$ cat src/design/npc_pkg.sv
package npc_pkg;

    // basic widths
    typedef logic [31:0] word_t;
    typedef logic [4:0]  reg_addr_t;

    // one bit per supported operation
    typedef logic [8:0]  alu_op_t;

    // bit positions inside alu_op_t
    localparam int OP_AUIPC = 0;
    localparam int OP_LUI   = 1;
    localparam int OP_JAL   = 2;
    localparam int OP_JALR  = 3;
    localparam int OP_ADDI  = 4;
    localparam int OP_ADD   = 5;
    localparam int OP_LW    = 6;
    localparam int OP_LBU   = 7;
    localparam int OP_SW    = 8;

    // major opcodes, inst[6:0]
    localparam logic [6:0] OPC_LUI    = 7'b0110111;
    localparam logic [6:0] OPC_AUIPC  = 7'b0010111;
    localparam logic [6:0] OPC_JAL    = 7'b1101111;
    localparam logic [6:0] OPC_JALR   = 7'b1100111;
    localparam logic [6:0] OPC_OPIMM  = 7'b0010011;
    localparam logic [6:0] OPC_OP     = 7'b0110011;
    localparam logic [6:0] OPC_LOAD   = 7'b0000011;
    localparam logic [6:0] OPC_STORE  = 7'b0100011;
    localparam logic [6:0] OPC_SYSTEM = 7'b1110011;

    // full ebreak encoding
    localparam word_t INST_EBREAK = 32'h00100073;

endpackage

$ cat src/design/register_file.sv
module register_file (
    input  logic               clk,
    input  logic               wen,
    input  npc_pkg::reg_addr_t waddr,
    input  npc_pkg::reg_addr_t raddr1,
    input  npc_pkg::reg_addr_t raddr2,
    input  npc_pkg::word_t     wdata,
    output npc_pkg::word_t     rdata1,
    output npc_pkg::word_t     rdata2
);

    npc_pkg::word_t regs [32];

    // single write port, x0 never written
    always_ff @(posedge clk) begin
        if (wen && (waddr != 5'd0)) begin
            regs[waddr] <= wdata;
        end
    end

    // combinational reads, x0 forced to zero
    assign rdata1 = (raddr1 == 5'd0) ? '0 : regs[raddr1];
    assign rdata2 = (raddr2 == 5'd0) ? '0 : regs[raddr2];

endmodule

$ cat config.mk
export PLATFORM = sky130hd
export DESIGN_NAME = register_file
export DESIGN_NICKNAME = d
export VERILOG_FILES = /design/src/design/npc_pkg.sv /design/src/design/register_file.sv
export SDC_FILE = /design/constraint.sdc
export NUM_CORES = 1
export LEC_CHECK = 0
export BUFFER_PORTS_ARGS = -buffer_cell sky130_fd_sc_hd__buf_4
export CAP_MARGIN = 10
export CORE_MARGIN = 4
export CORE_UTILIZATION = 65
export DETAILED_ROUTE_END_ITERATION = 10
export HOLD_SLACK_MARGIN = 0.05
export PLACE_DENSITY_LB_ADDON = 0.25
export SLEW_MARGIN = 40
export SYNTH_ARGS = -nofsm -noshare
export SYNTH_HDL_FRONTEND = slang
export SYNTH_SLANG_ARGS = --single-unit
$ cat constraint.sdc
create_clock -name clk -period 3.73 [get_ports clk]
set_input_delay 0 -clock clk [delete_from_list [all_inputs] [get_ports clk]]
set_output_delay 0 -clock clk [all_outputs]
set_load 0.1 [all_outputs]
==> impl_metrics.yaml <==
finish:
  drive_above_1_share_pct: 28.7
  regMostFlops: "regs"
  final_cell_mix: "1024 x edfxtp_1, 320 x mux2i_1, 298 x mux4_2"
  nNetsFinal: 2802
  top_regs: "regs: 1024 flops"
  multiInputGateArea_mm2: 0.0164
  design_area_mm2: 0.0541
  layout_commonest_cell: "edfxtp_1"
  largest_register_ffs: 1024
  syn2layout_area_growth_pct: 13.0
  nFillCells: 4040
  regArea_mm2: 0.0307
grt:
  antenna_found_initial: 1
  grt_usage_pct: 36.7
  grt_max_degree: 113
  grt_overflow: 0
  first_global_vias: 30220
  grt_pass1_wl_um: 206000
synth:
  synth_compound_area_share_pct: 6.09
  synth_top_family_by_area: "multiplexers"
  ys_ff_latch: 1024
  yosys.cell_types.count: 38
  avgSynthCellArea_um2: 18.7
  synth_xor_area_share_pct: 0
  yosys-top-cells-area: "edfxtp_1 64%, mux4_2 14%, mux2i_1 6.7%"
  yosys_warnings: 0
  synth_top_area_share_pct: 64.2
  yosys.area_share.simple_pct: 2.17
  synthCells: 2564
  synth-seq-area-share_pct: 64.2
  netlist_area_mm2: 0.0479
  synthAdderAreaFrac_pct: 0
  muxShareOfSynthArea_pct: 25.1
  synth_top_cell_by_area: "edfxtp_1"
critical_path:
  crit_family: "buffers and inverters"
  slowest_delay_ns: 0.70
  cpMaxStageDelayCell: "a311oi_1"
  worst-setup-path-type: "in -> out"
  crit_required_ns: 3.73
  end_kind: "primary output"
  critical_path.startpoint_type: "input port"
  cp_data_arrival_time_ns: 2.95
  crit_fanout: 82
  crit_chain: "buf_8 -> buf_12 -> mux2i_1 -> a221oi_1 -> o21ai_0 -> a311oi_1 -> buf_4"
  critPathBufInv: 3
timing:
  fmax_mhz: 339
  holdWs_ns: 0.0903
  max_slew_margin_pct: 38.4
  setup_tns_ns: 0
  fin_crit_ns: 2.95
  drv_slew: 0
  worst_slew_pin_slew_ns: 0.924
  final.period_utilization_pct: 79.1
  setup_viol: 0
  finalHoldViolations: 0
  grt_setup_unrepaired: "false"
drt:
  drt_pass1_iterations: 6
  finalWirelength_um: 143000
  antenna_left: 0
  viasPerCell: 7.92
  wl_per_cell_um: 37.8
  drc: 0
  vias: 30038
  drt_iter0_drc: 5042
clock_tree:
  post-cts-setup-buffer-count: 0
  clk_pin_slew_ns: 0.06
  cts_tree: "yes"
  cts_buffers: 102
  clock_path_buffers: 3
  cts_sinks: 1024
  cts-root-buf: "clkbuf_16"
  h-tree-depth: 3
die:
  start_util_pct: 65.6
  rows: 99
  pin_count: 113
  dieArea_mm2: 0.0781
  core_mm2: 0.0731
  dieWidth_um: 280
  die_height_um: 280
power_and_ir_drop:
  p_leak_nw: 18.0
  p_per_area_mw_per_mm2: 479
  p_total_mw: 25.9
  vdd_drop_max_mv: 0.373
placed_design:
  numPortBuffers: 112
  gp_congestion: 0.871
  dp_hpwl_um: 82900
  place_area_mm2: 0.0505
worst_hold_path:
  hold_class: "in -> reg"
run:
  cap_violations: 0
run_status:
  status: "finished clean"
## path summary, 6_finish.rpt
path | slack (ns) | cells past startpoint | end | startpoint
setup / recovery | 0.78 | 7 | rdata1[20] | raddr1[2]
hold / removal | 0.09 | 3 | regs[1][17] | waddr[3]
## metrics by stage
step,utilization (%),std cells,worst slack (ns)
final,74.1,3793,0.780
after global routing,74.1,3792,0.833
after CTS,74.0,3789,0.941
after detailed placement,69.1,3571,1.06
after global placement,69.0,3568,1.07
after floorplan,-,2595,0.217
## report_power, final
part           internal (mW)  total [mW]  switching (mW)  leakage (nW)
combinational          0.977        2.98            2.00          7.14
clock                   5.74        10.0            4.30          1.58
sequential              12.8        12.9          0.0796          9.25
## logic make-up after synthesis
group | after synthesis
DFF | 1024
muxes | 736
AOI/OAI and AO/OA | 375
buffers and inverters | 218
and+or+nand+nor | 210
other | 1
## worst min-delay path, stage by stage
cell	delay, ns
buf_4	0.13
or3_1	0.31
nor2_4	0.12
## metal layers
metal,vias to the layer above,GRT usage (%),share of wire (%)
li1,11434,-,-
met1,15191,50.8,33
met2,2858,55.8,46
met3,553,10.1,15
met4,2,16.5,5.3
met5,-,0,0.0091
## final cells by class
type                    instances  share of cell area (%)
flip-flops and latches       1024                    56.8
inverters                       2                  0.0162
diodes                          1                 0.00462
well taps                     959                    2.22
repair buffers                270                    4.65
multi-input cells            1353                    30.3
clock buffers                 122                    4.97
clock inverters                62                    1.02
## cell usage after synthesis
library cell / n
a211oi_1: 64
a21oi_1: 32
a221oi_1: 36
a221oi_2: 19
a22oi_1: 64
a311oi_1: 32
and2_1: 2
and3_1: 1
buf_1: 3
buf_2: 51
buf_4: 51
buf_6: 12
clkbuf_1: 98
clkbuf_4: 1
conb_1: 1
edfxtp_1: 1024
inv_1: 2
mux2_2: 64
mux2i_1: 320
mux4_1: 54
mux4_2: 298
nand2_1: 83
nand2b_1: 1
nand3_1: 2
nand3b_1: 6
nand4_1: 32
nor2_1: 36
nor2_2: 1
nor2b_1: 37
o2111ai_1: 9
o21ai_0: 51
o21ai_1: 4
o221ai_1: 64
or2_2: 1
or3_1: 2
or3b_1: 2
or3b_2: 3
or4_4: 1
## what timing repair did
| item | CTS | global route |
|---|---|---|
| gates resized for setup | 0 | 0 |
| endpoints found under the hold margin | 1027 | 0 |
| hold buffers | 34 | 0 |
Note: power is estimated with default switching activity, not from simulation.
