## src/design/npc_pkg.sv

```systemverilog
package npc_pkg;

    // basic widths
    typedef logic [31:0] word_t;
    typedef logic [4:0]  reg_addr_t;

    // one bit per supported operation
    typedef logic [8:0]  alu_op_t;

    // bit positions inside alu_op_t
    localparam int OP_AUIPC = 0;
    localparam int OP_LUI   = 1;
    localparam int OP_JAL   = 2;
    localparam int OP_JALR  = 3;
    localparam int OP_ADDI  = 4;
    localparam int OP_ADD   = 5;
    localparam int OP_LW    = 6;
    localparam int OP_LBU   = 7;
    localparam int OP_SW    = 8;

    // major opcodes, inst[6:0]
    localparam logic [6:0] OPC_LUI    = 7'b0110111;
    localparam logic [6:0] OPC_AUIPC  = 7'b0010111;
    localparam logic [6:0] OPC_JAL    = 7'b1101111;
    localparam logic [6:0] OPC_JALR   = 7'b1100111;
    localparam logic [6:0] OPC_OPIMM  = 7'b0010011;
    localparam logic [6:0] OPC_OP     = 7'b0110011;
    localparam logic [6:0] OPC_LOAD   = 7'b0000011;
    localparam logic [6:0] OPC_STORE  = 7'b0100011;
    localparam logic [6:0] OPC_SYSTEM = 7'b1110011;

    // full ebreak encoding
    localparam word_t INST_EBREAK = 32'h00100073;

endpackage

```

## src/design/inst_decoder.sv

```systemverilog
module inst_decoder (
    input  npc_pkg::word_t     inst,
    output npc_pkg::reg_addr_t rs1,
    output npc_pkg::reg_addr_t rs2,
    output npc_pkg::reg_addr_t rd,
    output npc_pkg::word_t     imm,
    output npc_pkg::alu_op_t   alu_op,
    output logic               reg_wen,
    output logic               mem_wen,
    output logic               byte_load,
    output logic               halt_req
);

    logic [6:0] opcode;
    logic [2:0] funct3;
    logic [6:0] funct7;

    npc_pkg::word_t imm_i;
    npc_pkg::word_t imm_s;
    npc_pkg::word_t imm_u;
    npc_pkg::word_t imm_j;

    logic is_i_type;
    logic is_s_type;
    logic is_u_type;
    logic is_j_type;

    // instruction fields
    assign opcode = inst[6:0];
    assign funct3 = inst[14:12];
    assign funct7 = inst[31:25];
    assign rd     = inst[11:7];
    assign rs1    = inst[19:15];
    assign rs2    = inst[24:20];

    // immediates, all sign extended from inst[31]
    assign imm_i = {{20{inst[31]}}, inst[31:20]};
    assign imm_s = {{20{inst[31]}}, inst[31:25], inst[11:7]};
    assign imm_u = {inst[31:12], 12'b0};
    assign imm_j = {{11{inst[31]}}, inst[31], inst[19:12], inst[20], inst[30:21], 1'b0};

    // one-hot operation, direct compares on opcode and funct3
    always_comb begin
        alu_op = '0;
        alu_op[npc_pkg::OP_LUI]   = (opcode == npc_pkg::OPC_LUI);
        alu_op[npc_pkg::OP_AUIPC] = (opcode == npc_pkg::OPC_AUIPC);
        alu_op[npc_pkg::OP_JAL]   = (opcode == npc_pkg::OPC_JAL);
        alu_op[npc_pkg::OP_JALR]  = (opcode == npc_pkg::OPC_JALR) && (funct3 == 3'b000);
        alu_op[npc_pkg::OP_ADDI]  = (opcode == npc_pkg::OPC_OPIMM) && (funct3 == 3'b000);
        alu_op[npc_pkg::OP_ADD]   = (opcode == npc_pkg::OPC_OP) && (funct3 == 3'b000)
                                    && (funct7 == 7'b0000000);
        alu_op[npc_pkg::OP_LW]    = (opcode == npc_pkg::OPC_LOAD) && (funct3 == 3'b010);
        alu_op[npc_pkg::OP_LBU]   = (opcode == npc_pkg::OPC_LOAD) && (funct3 == 3'b100);
        alu_op[npc_pkg::OP_SW]    = (opcode == npc_pkg::OPC_STORE) && (funct3 == 3'b010);
    end

    // immediate format per operation
    assign is_i_type = alu_op[npc_pkg::OP_JALR] | alu_op[npc_pkg::OP_ADDI]
                     | alu_op[npc_pkg::OP_LW] | alu_op[npc_pkg::OP_LBU];
    assign is_s_type = alu_op[npc_pkg::OP_SW];
    assign is_u_type = alu_op[npc_pkg::OP_LUI] | alu_op[npc_pkg::OP_AUIPC];
    assign is_j_type = alu_op[npc_pkg::OP_JAL];

    assign imm = ({32{is_i_type}} & imm_i)
               | ({32{is_s_type}} & imm_s)
               | ({32{is_u_type}} & imm_u)
               | ({32{is_j_type}} & imm_j);

    // every op except sw writes rd, unknown encodings write nothing
    assign reg_wen   = |alu_op & ~alu_op[npc_pkg::OP_SW];
    assign mem_wen   = alu_op[npc_pkg::OP_SW];
    assign byte_load = alu_op[npc_pkg::OP_LBU];

    // only the exact ebreak word halts
    assign halt_req  = (inst == npc_pkg::INST_EBREAK);

endmodule

```

## config.mk

```make
export PLATFORM = sky130hd
export DESIGN_NAME = inst_decoder
export DESIGN_NICKNAME = d
export VERILOG_FILES = /design/src/design/npc_pkg.sv /design/src/design/inst_decoder.sv
export SDC_FILE = /design/constraint.sdc
export NUM_CORES = 1
export LEC_CHECK = 0
export ABC_CLOCK_PERIOD_IN_PS = 2710
export BUFFER_PORTS_ARGS = -buffer_cell sky130_fd_sc_hd__clkbuf_2
export CELL_PAD_IN_SITES_DETAIL_PLACEMENT = 0
export CELL_PAD_IN_SITES_GLOBAL_PLACEMENT = 1
export CORE_MARGIN = 2
export CORE_UTILIZATION = 20
export DETAILED_ROUTE_END_ITERATION = 16
export GPL_TIMING_DRIVEN = 1
export PLACE_DENSITY_LB_ADDON = 0.1
export SYNTH_ARGS = -nofsm -noshare
export SYNTH_HDL_FRONTEND = slang
export SYNTH_SLANG_ARGS = --single-unit
```

## constraint.sdc

```tcl
create_clock -name vclk -period 2.71
set_input_delay 0.542 -clock vclk [all_inputs]
set_output_delay 0.542 -clock vclk [all_outputs]
set_load 0.01 [all_outputs]
```

==> out/summary.txt, run 1 <==
Max Cap Viol: 0
Worst min-delay path class: in2out
Required time worst endpoint: 2.17 ns
Highest metal used: met3
Area delta synth->final: 69.5%
Initial core utilization: 21.3%
Clock Buffer Count: 0
Fin crit share: 98.9%
RSZ-0062 raised after global routing: true
CP Max Fanout: 5
CP max stage delay: 0.39 ns
Most used cell, CP: a21o_1
Gr ovfl total: 0
Arr. time, crit path: 2.14 ns
Layout cells sized above 1: 61.0%
Antenna violations before repair: 0
Least-Margin Pin Slew: 0.460 ns
Post-layout net count: 221
Final Hold Vio Count: 0
Antenna cells: 0
Rows: 21
IR drop worst, VDD: 23.1 uV
Routed WL: 2.99 mm
FF+latch area: 0 um2
DRC: 0
Tmin final: 2.68 ns
Delay-heaviest family, CP: compound AO/OA/AOI/OAI gates
Core area: 3390 um2
HP Start: inst[15]
Routed wl met3: 254 um
Setup violations, final: 0
Fmax: 0.373 GHz
Setup TNS: 0 ns
CP Launch Type: primary input
Via count: 1082
Mapped Cells: 103
Final HPWL DP: 2.59 mm
Unique masters post-synth: 31
P_leak: 0.822 nW
Vias in the first global route: 975
Outcome: completed
Yosys Warn Count: 0
Die Width: 64.1 um
Register area share after synthesis: 0%
P per Cell Area: 84.2 nW/um2
Largest net degree at the start of global routing: 14
WP buf/inv: 3
Slew headroom: 69.3%
Hold Path End: rs1[0]
Remaining antenna violation count after routing: 0
CP Cell Sequence: buf_6 > or3_4 > a311o_1 > a21o_1 > a21oi_2 > buf_4 > a21o_1 > buf_2
Synth Net Count: 135
Port buffer count: 92
Worst setup EP type: output port
1st-pass router iterations: 4
Design Area, Final: 1220 um2
Routability Congestion: 0.833
GRT Total Usage: 12.7%
Met1 WL: 1.32 mm
Hold depth: 2
Routed wl met2: 1.41 mm
Average wire per standard cell: 12.8 um
DP Area: 1180 um2
Sequential cell count: 0
Pins Over Slew Limit: 0
DR iter-0 viols: 23
Area of the die: 4110 um2
Worst Path Class, Setup: in2out
Global-route wire length before repair: 4.37 mm
Mean post-synth cell area: 7.01 um2
Worst path slowest cell: or3_4
Via density: 4.64
I/O pins: 92
Synth Cell Area: 722 um2
Die height: 64.1 um
==> how the worst max path moves through the flow <==
stage,slack [ns],to,from,cells past startpoint
after floorplan,0.30,imm[21],inst[5],6
after global placement,0.02,imm[4],inst[6],7
after detailed placement,-0.01,imm[1],inst[6],7
after CTS,0.0009,imm[13],inst[6],7
after global routing,-0.03,imm[28],inst[14],8
final,0.03,imm[21],inst[5],8
==> cells in the final DEF (no fill, tap or decap), types with 2 or more instances in the layout <==
master | Yosys | routed
inv_1 | 2 | 2
buf_2 | 0 | 10
nor2b_1 | 8 | 8
clkbuf_2 | 0 | 79
a21oi_1 | 2 | 2
nor2_1 | 5 | 5
buf_4 | 18 | 12
nor3_1 | 3 | 3
buf_6 | 1 | 4
nor4_1 | 6 | 5
or3_1 | 2 | 2
nand4_1 | 2 | 2
a22o_1 | 5 | 5
or2_2 | 2 | 2
or2b_1 | 2 | 2
nand2_1 | 5 | 5
a21o_1 | 21 | 21
nor4b_1 | 2 | 2
==> per-layer routing <==
layer / GRT usage (%) / vias to the layer above
met4: 0 / 0
li1: - / 549
met3: 1.23 / 0
met2: 22.5 / 56
met5: 0 / -
met1: 17.5 / 477
==> final cells by class <==
class              instances  area, um2
well taps                 46       57.6
multi-input cells         79        571
repair buffers           106        588
inverters                  2       7.51
fillers                  384       2170
==> where the power goes <==
part	total, W	switching (W)	internal (W)
logic	0.000103	0.0000545	0.0000485
clock network	0	0	0
registers	0	0	0
total	0.000103	0.0000545	0.0000485
==> through the flow <==
step           std cells  total power, W  worst slack (ns)  util, %  hold slack (ns)
6_report             233        0.000103            0.0292     36.1             1.30
5_1_grt              233        0.000112           -0.0280     36.1             1.31
4_1_cts              231        0.000100          0.000861     34.8             1.30
3_5_place_dp         231       0.0000997           -0.0146     34.8             1.30
3_3_place_gp         231       0.0000999            0.0227     34.8             1.30
2_1_floorplan        103       0.0000494             0.299        -             1.13
==> logic make-up after synthesis <==
group           share of synthesized area, %
simple gates                            37.4
compound gates                          39.7
buf+inv                                 22.9
==> synth_stat cells (2+ instances only) <==
cell	n	area share, %
buf_4	18	19
nand2_1	5	2.6
nor3_1	3	2.1
or2b_1	2	2.1
nor4_1	6	5.2
a21oi_1	2	1.4
or3_1	2	1.7
a22o_1	5	6.1
inv_1	2	1.0
a21o_1	21	22
clkbuf_1	3	1.6
nor4b_1	2	2.4
nand4_1	2	1.7
nor2_1	5	2.6
nor2b_1	8	6.9
or2_2	2	1.7
==> timing repair <==
action | in CTS | in global routing
setup buffers | 0 | 1
hold buffers | 0 | 0
setup endpoints to repair | 4 | 25
resized for setup | 1 | 20
gates cloned | 0 | 1
Power figures use the tool's default switching activity.
==> run 2: changes to the inputs <==
MAX_ROUTING_LAYER = met4   (was default)
==> run 2 against run 1 <==
Flip-flop and latch count unchanged; maximum frequency shrank 0.30%; power increased by 0.94%; via count grew 1.5%; critical path type unchanged; largest power group unchanged; highest routed layer unchanged.
==> out/summary.txt, run 2 (synthesis results as in run 1) <==
Outcome: completed
Final HPWL DP: 2.59 mm (+0.16%)
Worst min-delay path class: in2out
Rows: 21 (unchanged)
CP Launch Type: primary input
Layout cells sized above 1: 61.2% (+0.21 points)
IR drop worst, VDD: 24.4 uV (+5.5%)
Routed WL: 3.02 mm (+1.2%)
Post-layout net count: 222 (+0.45%)
Routability Congestion: 0.854 (+2.5%)
Least-Margin Pin Slew: 0.460 ns (-0.000705 ns)
# hold bufs at CTS: 0 (unchanged)
FF+latch area: 0 um2 (unchanged)
Critical path launch point: inst[5]
# fillers: 398 (+3.6%)
Global-route wire length before repair: 4.41 mm (+0.80%)
Finished Core Util: 36.2% (+0.15 points)
Fmax: 0.372 GHz (-0.30%)
Via density: 4.69 (+1.0%)
Core area: 3390 um2 (unchanged)
DRC: 0 (unchanged)
DR iter-0 viols: 27 (+17%)
GRT Total Usage: 13.2% (+0.50 points)
Average wire per standard cell: 12.9 um (+0.74%)
Initial core utilization: 21.3% (unchanged)
Pins Over Slew Limit: 0 (unchanged)
Clock Buffer Count: 0 (unchanged)
Gr ovfl total: 0 (unchanged)
Vias in the first global route: 954 (-2.2%)
Die height: 64.1 um (unchanged)
Design Area, Final: 1230 um2 (+0.41%)
Largest net degree at the start of global routing: 14 (unchanged)
Die Width: 64.1 um (unchanged)
Tmin final: 2.69 ns (+0.00816 ns)
Final Hold Vio Count: 0 (unchanged)
Area of the die: 4110 um2 (unchanged)
Setup violations, final: 0 (unchanged)
Antenna violations before repair: 0 (unchanged)
Sequential cell count: 0 (unchanged)
Commonest non-fill, non-tap cell in the layout: clkbuf_2
Worst Path Class, Setup: in2out
Remaining antenna violation count after routing: 0 (unchanged)
Worst setup EP type: output port
Footprint of the multi-input gates: 571 um2 (unchanged)
Area delta synth->final: 70.2%
I/O pins: 92 (unchanged)
Slew headroom: 69.3% (about the same)
Most frequent cells in the layout: clkbuf_2 (80), a21o_1 (21), buf_4 (13)
Max Cap Viol: 0 (unchanged)
Antenna cells: 0 (unchanged)
Via count: 1098 (+1.5%)
HP Start: inst[17]
CP Max Fanout: 5 (unchanged)
P per Cell Area: 84.6 nW/um2 (+0.53%)
Fin crit share: 99.2% (+0.30 points)
1st-pass router iterations: 4 (unchanged)
RSZ-0062 raised after global routing: true
Arr. time, crit path: 2.15 ns (about the same)
P_leak: 0.827 nW (+0.53%)
DP Area: 1190 um2 (+0.64%)
Port buffer count: 92 (unchanged)
Required time worst endpoint: 2.17 ns (about the same)
==> run 2: report_power, final <==
part           internal (W)  switching [W]  total (W)
clock                     0              0          0
combinational     0.0000491      0.0000549   0.000104
sequential                0              0          0
==> run 2: metrics by stage <==
stage | std cells | TNS [ns] | hold WS (ns) | power (W) | setup slack (ns)
floorplan | 103 | 0 | 1.13 | 0.0000494 | 0.299
global route | 234 | -0.407 | 1.31 | 0.000113 | -0.0451
detailed placement | 232 | 0 | 1.30 | 0.000101 | 0.00279
global placement | 232 | 0 | 1.30 | 0.000101 | 0.0302
CTS | 232 | 0 | 1.30 | 0.000101 | 0.00886
finish | 234 | 0 | 1.30 | 0.000104 | 0.0211
==> run 2: cell type report <==
type	instances	area share [%]
inverters	2	0.611
multi-input cells	79	46.4
well taps	46	4.68
repair buffers	107	48.3
==> run 2: path summary, 6_finish.rpt <==
path	endpoint	slack (ns)	cells after the start
max	imm[21]	0.02	8
min	rs1[2]	1.30	2
==> run 2: worst max-delay path, cell delays in order <==
cell and delay (ns):
buf_6 0.09, or3_4 0.39, a311o_1 0.34, a21o_1 0.23
a21oi_2 0.18, buf_4 0.17, a21o_1 0.08, buf_2 0.12
==> run 2: timing repair <==
| action | in CTS | in global routing |
|---|---|---|
| endpoints found under the setup margin | 1 | 22 |
| setup buffers | 0 | 1 |
| resized for setup | 1 | 18 |
| pin swaps | 0 | 0 |
| gates cloned | 0 | 1 |
==> run 2: routing by layer <==
| metal | vias up | global-route usage [%] | share of wire, % |
|---|---|---|---|
| li1 | 543 | - | - |
| met1 | 501 | 18.4 | 45 |
| met2 | 54 | 22.0 | 47 |
| met3 | 0 | 1.06 | 8.0 |
| met4 | 0 | 0 | 0 |
| met5 | - | - | 0 |
